## src/ldbal_settings.svh

```systemverilog
// single-beat reads only; every depth here must be a power of two
`ifndef LDBAL_SETTINGS_SVH
`define LDBAL_SETTINGS_SVH

// requester ports and DDR channels
`define LDBAL_NUM_PORTS    4
`define LDBAL_NUM_CHANS    4

// bus widths
`define LDBAL_ADDR_W       48
`define LDBAL_DATA_W       64

// reorder buffer holds 2**SEQ_W slots per port
`define LDBAL_SEQ_W        3
`define LDBAL_REQ_DEPTH    8
// in-flight limit per channel, same depth for its return buffer
`define LDBAL_CHAN_MAX_OUT 4
`define LDBAL_SERVE_W      16

`endif

```

## src/ldbal_req_pkg.sv

```systemverilog
// request-side types; index widths follow the port and channel counts in the settings header
`include "ldbal_settings.svh"

package ldbal_req_pkg;

    // read address as presented by a requester
    typedef logic [`LDBAL_ADDR_W-1:0] addr_t;

    // per-port sequence tag, wraps at 2**SEQ_W
    typedef logic [`LDBAL_SEQ_W-1:0] seq_t;

    typedef logic [$clog2(`LDBAL_NUM_PORTS)-1:0] port_id_t;
    typedef logic [$clog2(`LDBAL_NUM_CHANS)-1:0] chan_id_t;

    // queued request, address above tag
    typedef struct packed {
        addr_t addr;
        seq_t  seq;
    } req_entry_t;

endpackage

```

## src/ldbal_ret_pkg.sv

```systemverilog
// return-side types; a tag names the requester port and its sequence slot
`include "ldbal_settings.svh"

package ldbal_ret_pkg;

    // one returned data beat
    typedef logic [`LDBAL_DATA_W-1:0] data_t;

    // in-flight tag, carried from issue until data comes back
    typedef struct packed {
        ldbal_req_pkg::port_id_t port;
        ldbal_req_pkg::seq_t     seq;
    } tag_t;

    // returned read waiting for the reorder buffers
    typedef struct packed {
        tag_t  tag;
        data_t data;
    } ret_entry_t;

endpackage

```

## src/sync_fifo.sv

```systemverilog
// DEPTH must be a power of two; push when full and pop when empty are dropped
`timescale 1ns/1ps

module sync_fifo #(
    parameter int WIDTH = 8,
    parameter int DEPTH = 4
) (
    input  logic             clk,
    input  logic             rstn,
    input  logic             push,
    input  logic [WIDTH-1:0] wdata,
    input  logic             pop,
    output logic [WIDTH-1:0] rdata,
    output logic             empty,
    output logic             full
);
    localparam int PTR_W = (DEPTH > 1) ? $clog2(DEPTH) : 1;

    logic [WIDTH-1:0] mem [DEPTH];
    logic [PTR_W-1:0] wr_ptr;
    logic [PTR_W-1:0] rd_ptr;
    logic [PTR_W:0]   count;
    logic             do_push;
    logic             do_pop;

    assign do_push = push && !full;
    assign do_pop  = pop && !empty;
    assign empty   = (count == '0);
    assign full    = (count == (PTR_W+1)'(DEPTH));
    // head of queue, no output register
    assign rdata   = mem[rd_ptr];

    always_ff @(posedge clk) begin
        if (!rstn) begin
            wr_ptr <= '0;
            rd_ptr <= '0;
            count  <= '0;
        end else begin
            if (do_push) begin
                wr_ptr <= wr_ptr + 1'b1;
            end
            if (do_pop) begin
                rd_ptr <= rd_ptr + 1'b1;
            end
            count <= count + (PTR_W+1)'(do_push) - (PTR_W+1)'(do_pop);
        end
    end

    always_ff @(posedge clk) begin
        if (do_push) begin
            mem[wr_ptr] <= wdata;
        end
    end

endmodule

```

## src/request_queue.sv

```systemverilog
// one requester port; at most 2**SEQ_W reads outstanding so tags never reuse a live slot
`timescale 1ns/1ps
`include "ldbal_settings.svh"

module request_queue (
    input  logic                      clk,
    input  logic                      rstn,
    input  ldbal_req_pkg::addr_t      araddr,
    input  logic                      arvalid,
    output logic                      arready,
    input  logic                      pop,
    input  logic                      retire,
    output ldbal_req_pkg::req_entry_t head,
    output logic                      nonempty
);
    localparam int MAX_OUT = 1 << `LDBAL_SEQ_W;

    ldbal_req_pkg::seq_t       seq_cnt;
    logic [`LDBAL_SEQ_W:0]     credits;
    ldbal_req_pkg::req_entry_t entry;
    logic                      accept;
    logic                      q_full;
    logic                      q_empty;

    assign arready  = !q_full && (credits < (`LDBAL_SEQ_W+1)'(MAX_OUT));
    assign accept   = arvalid && arready;
    assign nonempty = !q_empty;

    always_comb begin
        entry.addr = araddr;
        entry.seq  = seq_cnt;
    end

    // credit taken on accept, handed back when the reorder buffer retires
    always_ff @(posedge clk) begin
        if (!rstn) begin
            seq_cnt <= '0;
            credits <= '0;
        end else begin
            if (accept) begin
                seq_cnt <= seq_cnt + 1'b1;
            end
            credits <= credits + (`LDBAL_SEQ_W+1)'(accept) - (`LDBAL_SEQ_W+1)'(retire);
        end
    end

    sync_fifo #(
        .WIDTH ($bits(ldbal_req_pkg::req_entry_t)),
        .DEPTH (`LDBAL_REQ_DEPTH)
    ) u_fifo (
        .clk   (clk),
        .rstn  (rstn),
        .push  (accept),
        .wdata (entry),
        .pop   (pop),
        .rdata (head),
        .empty (q_empty),
        .full  (q_full)
    );

endmodule

```

## src/channel_tracker.sv

```systemverilog
// one DDR channel; assumes the channel answers reads in issue order, one beat each
`timescale 1ns/1ps
`include "ldbal_settings.svh"

module channel_tracker (
    input  logic                      clk,
    input  logic                      rstn,
    input  logic                      push,
    input  ldbal_ret_pkg::tag_t       push_tag,
    input  ldbal_ret_pkg::data_t      rdata,
    input  logic                      rvalid,
    output logic                      rready,
    input  logic                      pop,
    output logic                      idle,
    output logic                      full,
    output ldbal_ret_pkg::ret_entry_t post,
    output logic                      post_valid
);
    ldbal_ret_pkg::tag_t       head_tag;
    ldbal_ret_pkg::ret_entry_t joined;
    logic                      data_hs;
    logic                      tag_empty;
    logic                      ret_empty;
    logic                      ret_full;

    assign rready     = !ret_full;
    assign data_hs    = rvalid && rready;
    assign post_valid = !ret_empty;
    // nothing issued and nothing waiting to be returned
    assign idle       = tag_empty && ret_empty;

    always_comb begin
        joined.tag  = head_tag;
        joined.data = rdata;
    end

    // oldest issued tag pairs with each arriving beat
    sync_fifo #(
        .WIDTH ($bits(ldbal_ret_pkg::tag_t)),
        .DEPTH (`LDBAL_CHAN_MAX_OUT)
    ) u_tag_q (
        .clk   (clk),
        .rstn  (rstn),
        .push  (push),
        .wdata (push_tag),
        .pop   (data_hs),
        .rdata (head_tag),
        .empty (tag_empty),
        .full  (full)
    );

    sync_fifo #(
        .WIDTH ($bits(ldbal_ret_pkg::ret_entry_t)),
        .DEPTH (`LDBAL_CHAN_MAX_OUT)
    ) u_ret_q (
        .clk   (clk),
        .rstn  (rstn),
        .push  (data_hs),
        .wdata (joined),
        .pop   (pop),
        .rdata (post),
        .empty (ret_empty),
        .full  (ret_full)
    );

endmodule

```

## src/issue_control.sv

```systemverilog
// selection is combinational; channel arvalid is only raised on a channel whose arready is high
`timescale 1ns/1ps
`include "ldbal_settings.svh"

module issue_control (
    input  logic                                             clk,
    input  logic                                             rstn,
    input  ldbal_req_pkg::req_entry_t [`LDBAL_NUM_PORTS-1:0] q_head,
    input  logic [`LDBAL_NUM_PORTS-1:0]                      q_nonempty,
    output logic [`LDBAL_NUM_PORTS-1:0]                      q_pop,
    input  logic [`LDBAL_NUM_CHANS-1:0]                      chan_idle,
    input  logic [`LDBAL_NUM_CHANS-1:0]                      chan_full,
    input  logic [`LDBAL_NUM_CHANS-1:0]                      chan_arready,
    output logic [`LDBAL_NUM_CHANS-1:0]                      chan_arvalid,
    output ldbal_req_pkg::addr_t [`LDBAL_NUM_CHANS-1:0]      chan_araddr,
    output logic [`LDBAL_NUM_CHANS-1:0]                      issue_push,
    output ldbal_ret_pkg::tag_t                              issue_tag,
    input  ldbal_ret_pkg::ret_entry_t [`LDBAL_NUM_CHANS-1:0] post,
    input  logic [`LDBAL_NUM_CHANS-1:0]                      post_valid,
    input  logic [`LDBAL_NUM_CHANS-1:0]                      post_full,
    output logic [`LDBAL_NUM_CHANS-1:0]                      post_pop,
    output logic                                             wb_valid,
    output ldbal_ret_pkg::ret_entry_t                        wb_entry
);
    localparam int NP = `LDBAL_NUM_PORTS;
    localparam int NC = `LDBAL_NUM_CHANS;

    typedef enum logic {
        st_quiet,
        st_run
    } state_t;

    state_t                   state;
    logic [`LDBAL_SERVE_W-1:0] serve_cnt [NP];
    ldbal_req_pkg::port_id_t  port_sel;
    ldbal_req_pkg::chan_id_t  chan_sel;
    ldbal_req_pkg::chan_id_t  ret_sel;
    logic                     port_found;
    logic                     chan_found;
    logic                     ret_found;
    logic                     issue_ok;
    logic                     fire;

    // one quiet cycle after reset before any issue
    always_ff @(posedge clk) begin
        if (!rstn) begin
            state <= st_quiet;
        end else begin
            state <= st_run;
        end
    end

    // least-served non-empty port, strict compare keeps the lowest index on a tie
    always_comb begin
        port_found = 1'b0;
        port_sel   = '0;
        for (int p = 0; p < NP; p++) begin
            if (q_nonempty[p] && (!port_found || serve_cnt[p] < serve_cnt[port_sel])) begin
                port_found = 1'b1;
                port_sel   = ldbal_req_pkg::port_id_t'(p);
            end
        end
    end

    // first idle channel, then first one below its in-flight limit
    always_comb begin
        chan_found = 1'b0;
        chan_sel   = '0;
        for (int c = 0; c < NC; c++) begin
            if (!chan_found && chan_arready[c] && chan_idle[c]) begin
                chan_found = 1'b1;
                chan_sel   = ldbal_req_pkg::chan_id_t'(c);
            end
        end
        for (int c = 0; c < NC; c++) begin
            if (!chan_found && chan_arready[c] && !chan_full[c]) begin
                chan_found = 1'b1;
                chan_sel   = ldbal_req_pkg::chan_id_t'(c);
            end
        end
    end

    // a full return buffer goes first, otherwise the lowest non-empty one
    always_comb begin
        ret_found = 1'b0;
        ret_sel   = '0;
        for (int c = 0; c < NC; c++) begin
            if (!ret_found && post_full[c]) begin
                ret_found = 1'b1;
                ret_sel   = ldbal_req_pkg::chan_id_t'(c);
            end
        end
        for (int c = 0; c < NC; c++) begin
            if (!ret_found && post_valid[c]) begin
                ret_found = 1'b1;
                ret_sel   = ldbal_req_pkg::chan_id_t'(c);
            end
        end
    end

    assign issue_ok      = (state == st_run) && port_found && chan_found;
    assign fire          = issue_ok && chan_arready[chan_sel];
    assign issue_tag.port = port_sel;
    assign issue_tag.seq  = q_head[port_sel].seq;
    assign wb_valid      = ret_found;
    assign wb_entry      = post[ret_sel];

    always_comb begin
        for (int c = 0; c < NC; c++) begin
            chan_arvalid[c] = issue_ok && (chan_sel == ldbal_req_pkg::chan_id_t'(c));
            chan_araddr[c]  = q_head[port_sel].addr;
            issue_push[c]   = fire && (chan_sel == ldbal_req_pkg::chan_id_t'(c));
            post_pop[c]     = ret_found && (ret_sel == ldbal_req_pkg::chan_id_t'(c));
        end
        for (int p = 0; p < NP; p++) begin
            q_pop[p] = fire && (port_sel == ldbal_req_pkg::port_id_t'(p));
        end
    end

    // only a completed channel handshake counts as a serve
    always_ff @(posedge clk) begin
        if (!rstn) begin
            for (int p = 0; p < NP; p++) begin
                serve_cnt[p] <= '0;
            end
        end else if (fire) begin
            serve_cnt[port_sel] <= serve_cnt[port_sel] + 1'b1;
        end
    end

endmodule

```

## src/reorder_buffer.sv

```systemverilog
// one port; relies on the request credit limit so a slot is never rewritten before retire
`timescale 1ns/1ps
`include "ldbal_settings.svh"

module reorder_buffer (
    input  logic                      clk,
    input  logic                      rstn,
    input  logic                      wr,
    input  ldbal_ret_pkg::ret_entry_t wr_entry,
    output ldbal_ret_pkg::data_t      rdata,
    output logic                      rvalid,
    input  logic                      rready,
    output logic                      retire
);
    localparam int SLOTS = 1 << `LDBAL_SEQ_W;

    ldbal_ret_pkg::data_t slot_data [SLOTS];
    logic [SLOTS-1:0]     slot_valid;
    ldbal_req_pkg::seq_t  wb_ptr;

    // head slot drives the port until accepted
    assign rvalid = slot_valid[wb_ptr];
    assign rdata  = slot_data[wb_ptr];
    assign retire = rvalid && rready;

    always_ff @(posedge clk) begin
        if (wr) begin
            slot_data[wr_entry.tag.seq] <= wr_entry.data;
        end
    end

    always_ff @(posedge clk) begin
        if (!rstn) begin
            slot_valid <= '0;
            wb_ptr     <= '0;
        end else begin
            if (retire) begin
                slot_valid[wb_ptr] <= 1'b0;
                wb_ptr             <= wb_ptr + 1'b1;
            end
            // never the retiring slot, credits keep the tag space apart
            if (wr) begin
                slot_valid[wr_entry.tag.seq] <= 1'b1;
            end
        end
    end

endmodule

```

## src/load_balancer.sv

```systemverilog
// four requester ports to four DDR channels; channel arready must not depend on arvalid
`timescale 1ns/1ps
`include "ldbal_settings.svh"

module load_balancer (
    input  logic                                         clk,
    input  logic                                         rstn,
    input  ldbal_req_pkg::addr_t [`LDBAL_NUM_PORTS-1:0]  port_araddr,
    input  logic [`LDBAL_NUM_PORTS-1:0]                  port_arvalid,
    output logic [`LDBAL_NUM_PORTS-1:0]                  port_arready,
    output ldbal_ret_pkg::data_t [`LDBAL_NUM_PORTS-1:0]  port_rdata,
    output logic [`LDBAL_NUM_PORTS-1:0]                  port_rvalid,
    input  logic [`LDBAL_NUM_PORTS-1:0]                  port_rready,
    output ldbal_req_pkg::addr_t [`LDBAL_NUM_CHANS-1:0]  chan_araddr,
    output logic [`LDBAL_NUM_CHANS-1:0]                  chan_arvalid,
    input  logic [`LDBAL_NUM_CHANS-1:0]                  chan_arready,
    input  ldbal_ret_pkg::data_t [`LDBAL_NUM_CHANS-1:0]  chan_rdata,
    input  logic [`LDBAL_NUM_CHANS-1:0]                  chan_rvalid,
    output logic [`LDBAL_NUM_CHANS-1:0]                  chan_rready
);
    localparam int NP = `LDBAL_NUM_PORTS;
    localparam int NC = `LDBAL_NUM_CHANS;

    ldbal_req_pkg::req_entry_t [NP-1:0] q_head;
    logic [NP-1:0]                      q_nonempty;
    logic [NP-1:0]                      q_pop;
    logic [NP-1:0]                      retire;
    logic [NC-1:0]                      chan_idle;
    logic [NC-1:0]                      chan_full;
    logic [NC-1:0]                      issue_push;
    ldbal_ret_pkg::tag_t                issue_tag;
    ldbal_ret_pkg::ret_entry_t [NC-1:0] post;
    logic [NC-1:0]                      post_valid;
    logic [NC-1:0]                      post_pop;
    logic                               wb_valid;
    ldbal_ret_pkg::ret_entry_t          wb_entry;

    for (genvar p = 0; p < NP; p++) begin : g_port
        request_queue u_req_q (
            .clk      (clk),
            .rstn     (rstn),
            .araddr   (port_araddr[p]),
            .arvalid  (port_arvalid[p]),
            .arready  (port_arready[p]),
            .pop      (q_pop[p]),
            .retire   (retire[p]),
            .head     (q_head[p]),
            .nonempty (q_nonempty[p])
        );

        // broadcast return, strobe only for the owning port
        reorder_buffer u_rob (
            .clk      (clk),
            .rstn     (rstn),
            .wr       (wb_valid && (wb_entry.tag.port == ldbal_req_pkg::port_id_t'(p))),
            .wr_entry (wb_entry),
            .rdata    (port_rdata[p]),
            .rvalid   (port_rvalid[p]),
            .rready   (port_rready[p]),
            .retire   (retire[p])
        );
    end

    for (genvar c = 0; c < NC; c++) begin : g_chan
        channel_tracker u_trk (
            .clk        (clk),
            .rstn       (rstn),
            .push       (issue_push[c]),
            .push_tag   (issue_tag),
            .rdata      (chan_rdata[c]),
            .rvalid     (chan_rvalid[c]),
            .rready     (chan_rready[c]),
            .pop        (post_pop[c]),
            .idle       (chan_idle[c]),
            .full       (chan_full[c]),
            .post       (post[c]),
            .post_valid (post_valid[c])
        );
    end

    // return buffer full shows up as a dropped channel rready
    issue_control u_ctrl (
        .clk          (clk),
        .rstn         (rstn),
        .q_head       (q_head),
        .q_nonempty   (q_nonempty),
        .q_pop        (q_pop),
        .chan_idle    (chan_idle),
        .chan_full    (chan_full),
        .chan_arready (chan_arready),
        .chan_arvalid (chan_arvalid),
        .chan_araddr  (chan_araddr),
        .issue_push   (issue_push),
        .issue_tag    (issue_tag),
        .post         (post),
        .post_valid   (post_valid),
        .post_full    (~chan_rready),
        .post_pop     (post_pop),
        .wb_valid     (wb_valid),
        .wb_entry     (wb_entry)
    );

endmodule

```

## config.mk

```make
export PLATFORM = sky130hd
export DESIGN_NAME = load_balancer
export DESIGN_NICKNAME = d
export VERILOG_FILES = /design/src/ldbal_req_pkg.sv /design/src/ldbal_ret_pkg.sv /design/src/sync_fifo.sv /design/src/request_queue.sv /design/src/channel_tracker.sv /design/src/issue_control.sv /design/src/reorder_buffer.sv /design/src/load_balancer.sv
export VERILOG_INCLUDE_DIRS = /design/src
export SDC_FILE = /design/constraint.sdc
export NUM_CORES = 2
export LEC_CHECK = 0
export BUFFER_PORTS_ARGS = -buffer_cell sky130_fd_sc_hd__buf_2
export CORE_MARGIN = 5
export CORE_UTILIZATION = 35
export CTS_CLUSTER_SIZE = 12
export DETAILED_ROUTE_END_ITERATION = 12
export SLEW_MARGIN = 20
export SYNTH_ARGS = -nofsm -noshare
export SYNTH_HDL_FRONTEND = slang
export SYNTH_HIERARCHICAL = 1
export SYNTH_MEMORY_MAX_BITS = 65536
export SYNTH_SLANG_ARGS = --single-unit
export TNS_END_PERCENT = 50
```

## constraint.sdc

```tcl
create_clock -name clk -period 13.2 [get_ports clk]
set_input_delay 2.64 -clock clk [delete_from_list [all_inputs] [get_ports clk]]
set_output_delay 2.64 -clock clk [all_outputs]
set_load 0.02 [all_outputs]
```

==> impl_metrics.py <==
metrics = {
    "drt": {
        "vias": 99600,
        "drc": 0,
        "routedWlPerCell_microns": 31.0,
        "wl_mm": 574,
        "dr.pass1.iters": 5,
        "drtIter0Drc": 10400,
        "vias_per_cell": 5.38,
        "ant_nets": 0,
    },
    "worst_setup_path": {
        "worstSetupStartpointType": "register",
        "worstPathArrival_ns": 9.71,
        "path_class": "reg -> out",
        "crit_fanout": 53,
        "critPathCaptureType": "output pin",
        "cp_data_required_time_ns": 10.56,
    },
    "power": {
        "cellLeakagePower_nw": 72.9,
        "ir_worst_vdd_uv": 814,
        "power_density_nw_per_um2": 289,
        "fin_total_pwr_mw": 67.0,
    },
    "timing": {
        "finalCriticalPeriod_ns": 12.35,
        "holdWs_ns": 0.463,
        "max-slew-margin-rel_pct": 22.9,
        "finalMaxSlewViolations": 0,
        "rsz0062_at_grt": "false",
        "worstMarginPinSlew_ns": 1.16,
        "worst_slack_ns": 0.848,
        "fmax_mhz": 81.0,
        "fin_crit_sh_pct": 93.6,
        "setup_viol": 0,
        "hold_viol": 0,
        "fin_setup_tns_ns": 0,
        "finalClockSkew_ns": 0.145,
    },
    "finish": {
        "fin_util_pct": 40.4,
        "final_cell_mix": "4928 x edfxtp_1, 1216 x mux4_2, 928 x buf_2",
        "finalNonFillerCells": 18500,
        "final_nets": 11100,
        "drive_above_1_share_pct": 34.4,
        "syn_to_final_growth_pct": 15.1,
        "stdcell_area_sq_um": 231000,
        "final_common_cell": "edfxtp_1",
    },
    "synth": {
        "synth_area_leaders": "edfxtp_1 74%, mux4_2 14%, mux2_2 2.7%",
        "synth_top_cell_area_share_pct": 73.6,
        "synth.avg_cell_area_sq_um": 21.5,
        "synth_edf_count": 4928,
        "synth_cells": 9357,
        "synth-seq-cells": 5137,
        "yosysWarnings": 6,
        "syn_nets": 9985,
        "synth_area_sq_um": 201000,
        "synth-async-reset-ratio_pct": 0,
        "synth_top_cell_by_area": "edfxtp_1",
        "synth-seq-area-share_pct": 75.7,
        "dominantRegCellSynth": "edfxtp_1",
        "synth.distinct_cells": 79,
    },
    "placement": {
        "hpwl_mm": 370,
        "placed_cells": 17500,
        "post-place-ws_ns": 1.96,
        "gp_congestion": 0.861,
        "place_area_sq_um": 214000,
        "port_buffers": 929,
    },
    "cts": {
        "cts_buffers": 555,
        "clock_path_buffers": 4,
        "post_cts_resized": 0,
        "cts_root_buffer": "clkbuf_16",
        "cts_setup_buffers": 0,
        "clock_latency_ns": 1.12,
        "cts_sinks": 5137,
        "ctsHoldBuffers": 0,
        "cts_max_level": 6,
        "cts_tree": "done",
        "clk_pin_slew_ns": 0.06,
    },
    "global_route": {
        "grt_max_degree": 95,
        "antenna_found_initial": 282,
        "grt_pass1_wl_mm": 794,
        "grt_pass1_vias": 101000,
        "grt_overflow": 0,
        "grt_use_total_pct": 18.9,
    },
    "status": {
        "status": "finished clean",
    },
    "floorplan": {
        "fp.dieW_microns": 768,
        "dieHeight_microns": 768,
        "dieArea_sq_um": 590000,
        "rows": 278,
        "initial_core_util_pct": 35.1,
        "num_io_pins": 930,
        "core_sq_um": 573000,
    },
    "job": {
        "drv_cap": 0,
    },
    "worst_hold_path": {
        "hold_class": "reg -> reg",
    },
}
[cell type report]
cell class / instances / area, sq um
Fill cell: 49800 / 341000
Sequential cell: 5137 / 152000
Multi-Input combinational cell: 3491 / 45100
Clock buffer: 720 / 14600
Tap cell: 7560 / 9460
Timing Repair Buffer: 1161 / 6440
Clock inverter: 227 / 2750
Inverter: 146 / 558
Antenna cell: 95 / 238
[layer usage]
layer  global-route usage [%]  vias to the layer above  wire, microns
met5                        0                        -            792
met4                     6.67                      126          22300
met3                     5.10                     1101          54100
met2                     31.2                     4383         278000
met1                     24.2                    53200         219000
li1                         -                    40800              -
[cells in the mapped netlist, types with 80 or more instances]
cell / count
and2_1: 84
nand3_1: 85
a221o_1: 120
inv_1: 142
nor2_1: 180
buf_4: 177
dfxtp_1: 209
mux2_2: 480
clkbuf_1: 184
mux2i_1: 80
mux4_2: 1216
a21oi_1: 199
nand2_1: 382
edfxtp_1: 4928
ha_1: 146
o21ai_0: 96
buf_6: 92
[flip-flops by register name, indices dropped and copies added (netlist names), 8 cells and up, named ones only]
| signal | cells |
|---|---|
| g_port.u_req_q/u_fifo/count | 16 |
| g_port.u_rob/slot_valid | 32 |
| g_chan.u_trk/u_tag_q/mem | 80 |
| g_port.u_req_q/u_fifo/wr_ptr | 12 |
| g_chan.u_trk/u_ret_q/rd_ptr | 8 |
| g_chan.u_trk/u_tag_q/wr_ptr | 8 |
| g_chan.u_trk/u_tag_q/rd_ptr | 8 |
| g_port.u_req_q/credits | 16 |
| g_port.u_req_q/u_fifo/mem | 1632 |
| g_chan.u_trk/u_ret_q/count | 12 |
| g_port.u_req_q/seq_cnt | 12 |
| g_port.u_rob/slot_data | 2048 |
| g_port.u_rob/wb_ptr | 12 |
| g_chan.u_trk/u_ret_q/mem | 1104 |
| g_chan.u_trk/u_ret_q/wr_ptr | 8 |
| u_ctrl/serve_cnt | 64 |
| g_chan.u_trk/u_tag_q/count | 12 |
| g_port.u_req_q/u_fifo/rd_ptr | 12 |
[logic make-up after synthesis]
| group | after synthesis | share of synthesized area, % |
|---|---|---|
| multiplexers | 1780 | 16.7 |
| XOR/XNOR | 53 | 0.231 |
| buffers and inverters | 729 | 2.13 |
| AND/OR/NAND/NOR | 981 | 2.37 |
| flip-flops | 5137 | 75.7 |
| adder cells (fa/ha/maj) | 162 | 1.07 |
| AO/OA/AOI/OAI | 515 | 1.77 |
[worst paths after layout]
path	startpoint	endpoint	slack, ns	depth (start not counted)
min reg2reg	g_port[0].u_req_q/u_fifo/rd_ptr[0]	register	0.46	2
min	g_port[0].u_req_q/u_fifo/rd_ptr[0]	register	0.46	2
max	u_ctrl/serve_cnt[1][9]	chan_araddr[94]	0.85	27
max reg2reg	u_ctrl/serve_cnt[1][9]	u_ctrl/serve_cnt[0][12]	3.09	31
[where the power goes]
| part | total [mW] | internal, mW | switching, mW |
|---|---|---|---|
| clock network | 14.7 | 8.29 | 6.46 |
| registers | 27.0 | 26.0 | 0.942 |
| logic | 25.2 | 6.48 | 18.7 |
[worst max-delay path, cell delays in order (launching register included)]
cell and delay [ns]:
edfxtp_1 0.40, ha_1 0.32, a21oi_1 0.27, nor3_1 0.11
a211o_1 0.37, o31ai_4 0.69, buf_4 0.41, mux2i_1 0.33
ha_1 0.30, a21oi_1 0.19, o21ai_0 0.18, a21oi_1 0.27
nand2_1 0.10, a211oi_1 0.81, nor2_4 0.10, o21ai_0 0.45
ha_1 0.34, o21a_1 0.17, o21ai_0 0.18, nor2_1 0.06
a22oi_1 0.25, and4_1 0.25, o21ai_0 0.18, nand2_4 0.53
buf_4 0.54, a21oi_1 0.09, a221o_1 0.42, buf_2 0.22
(Power assumes the default switching activity.)
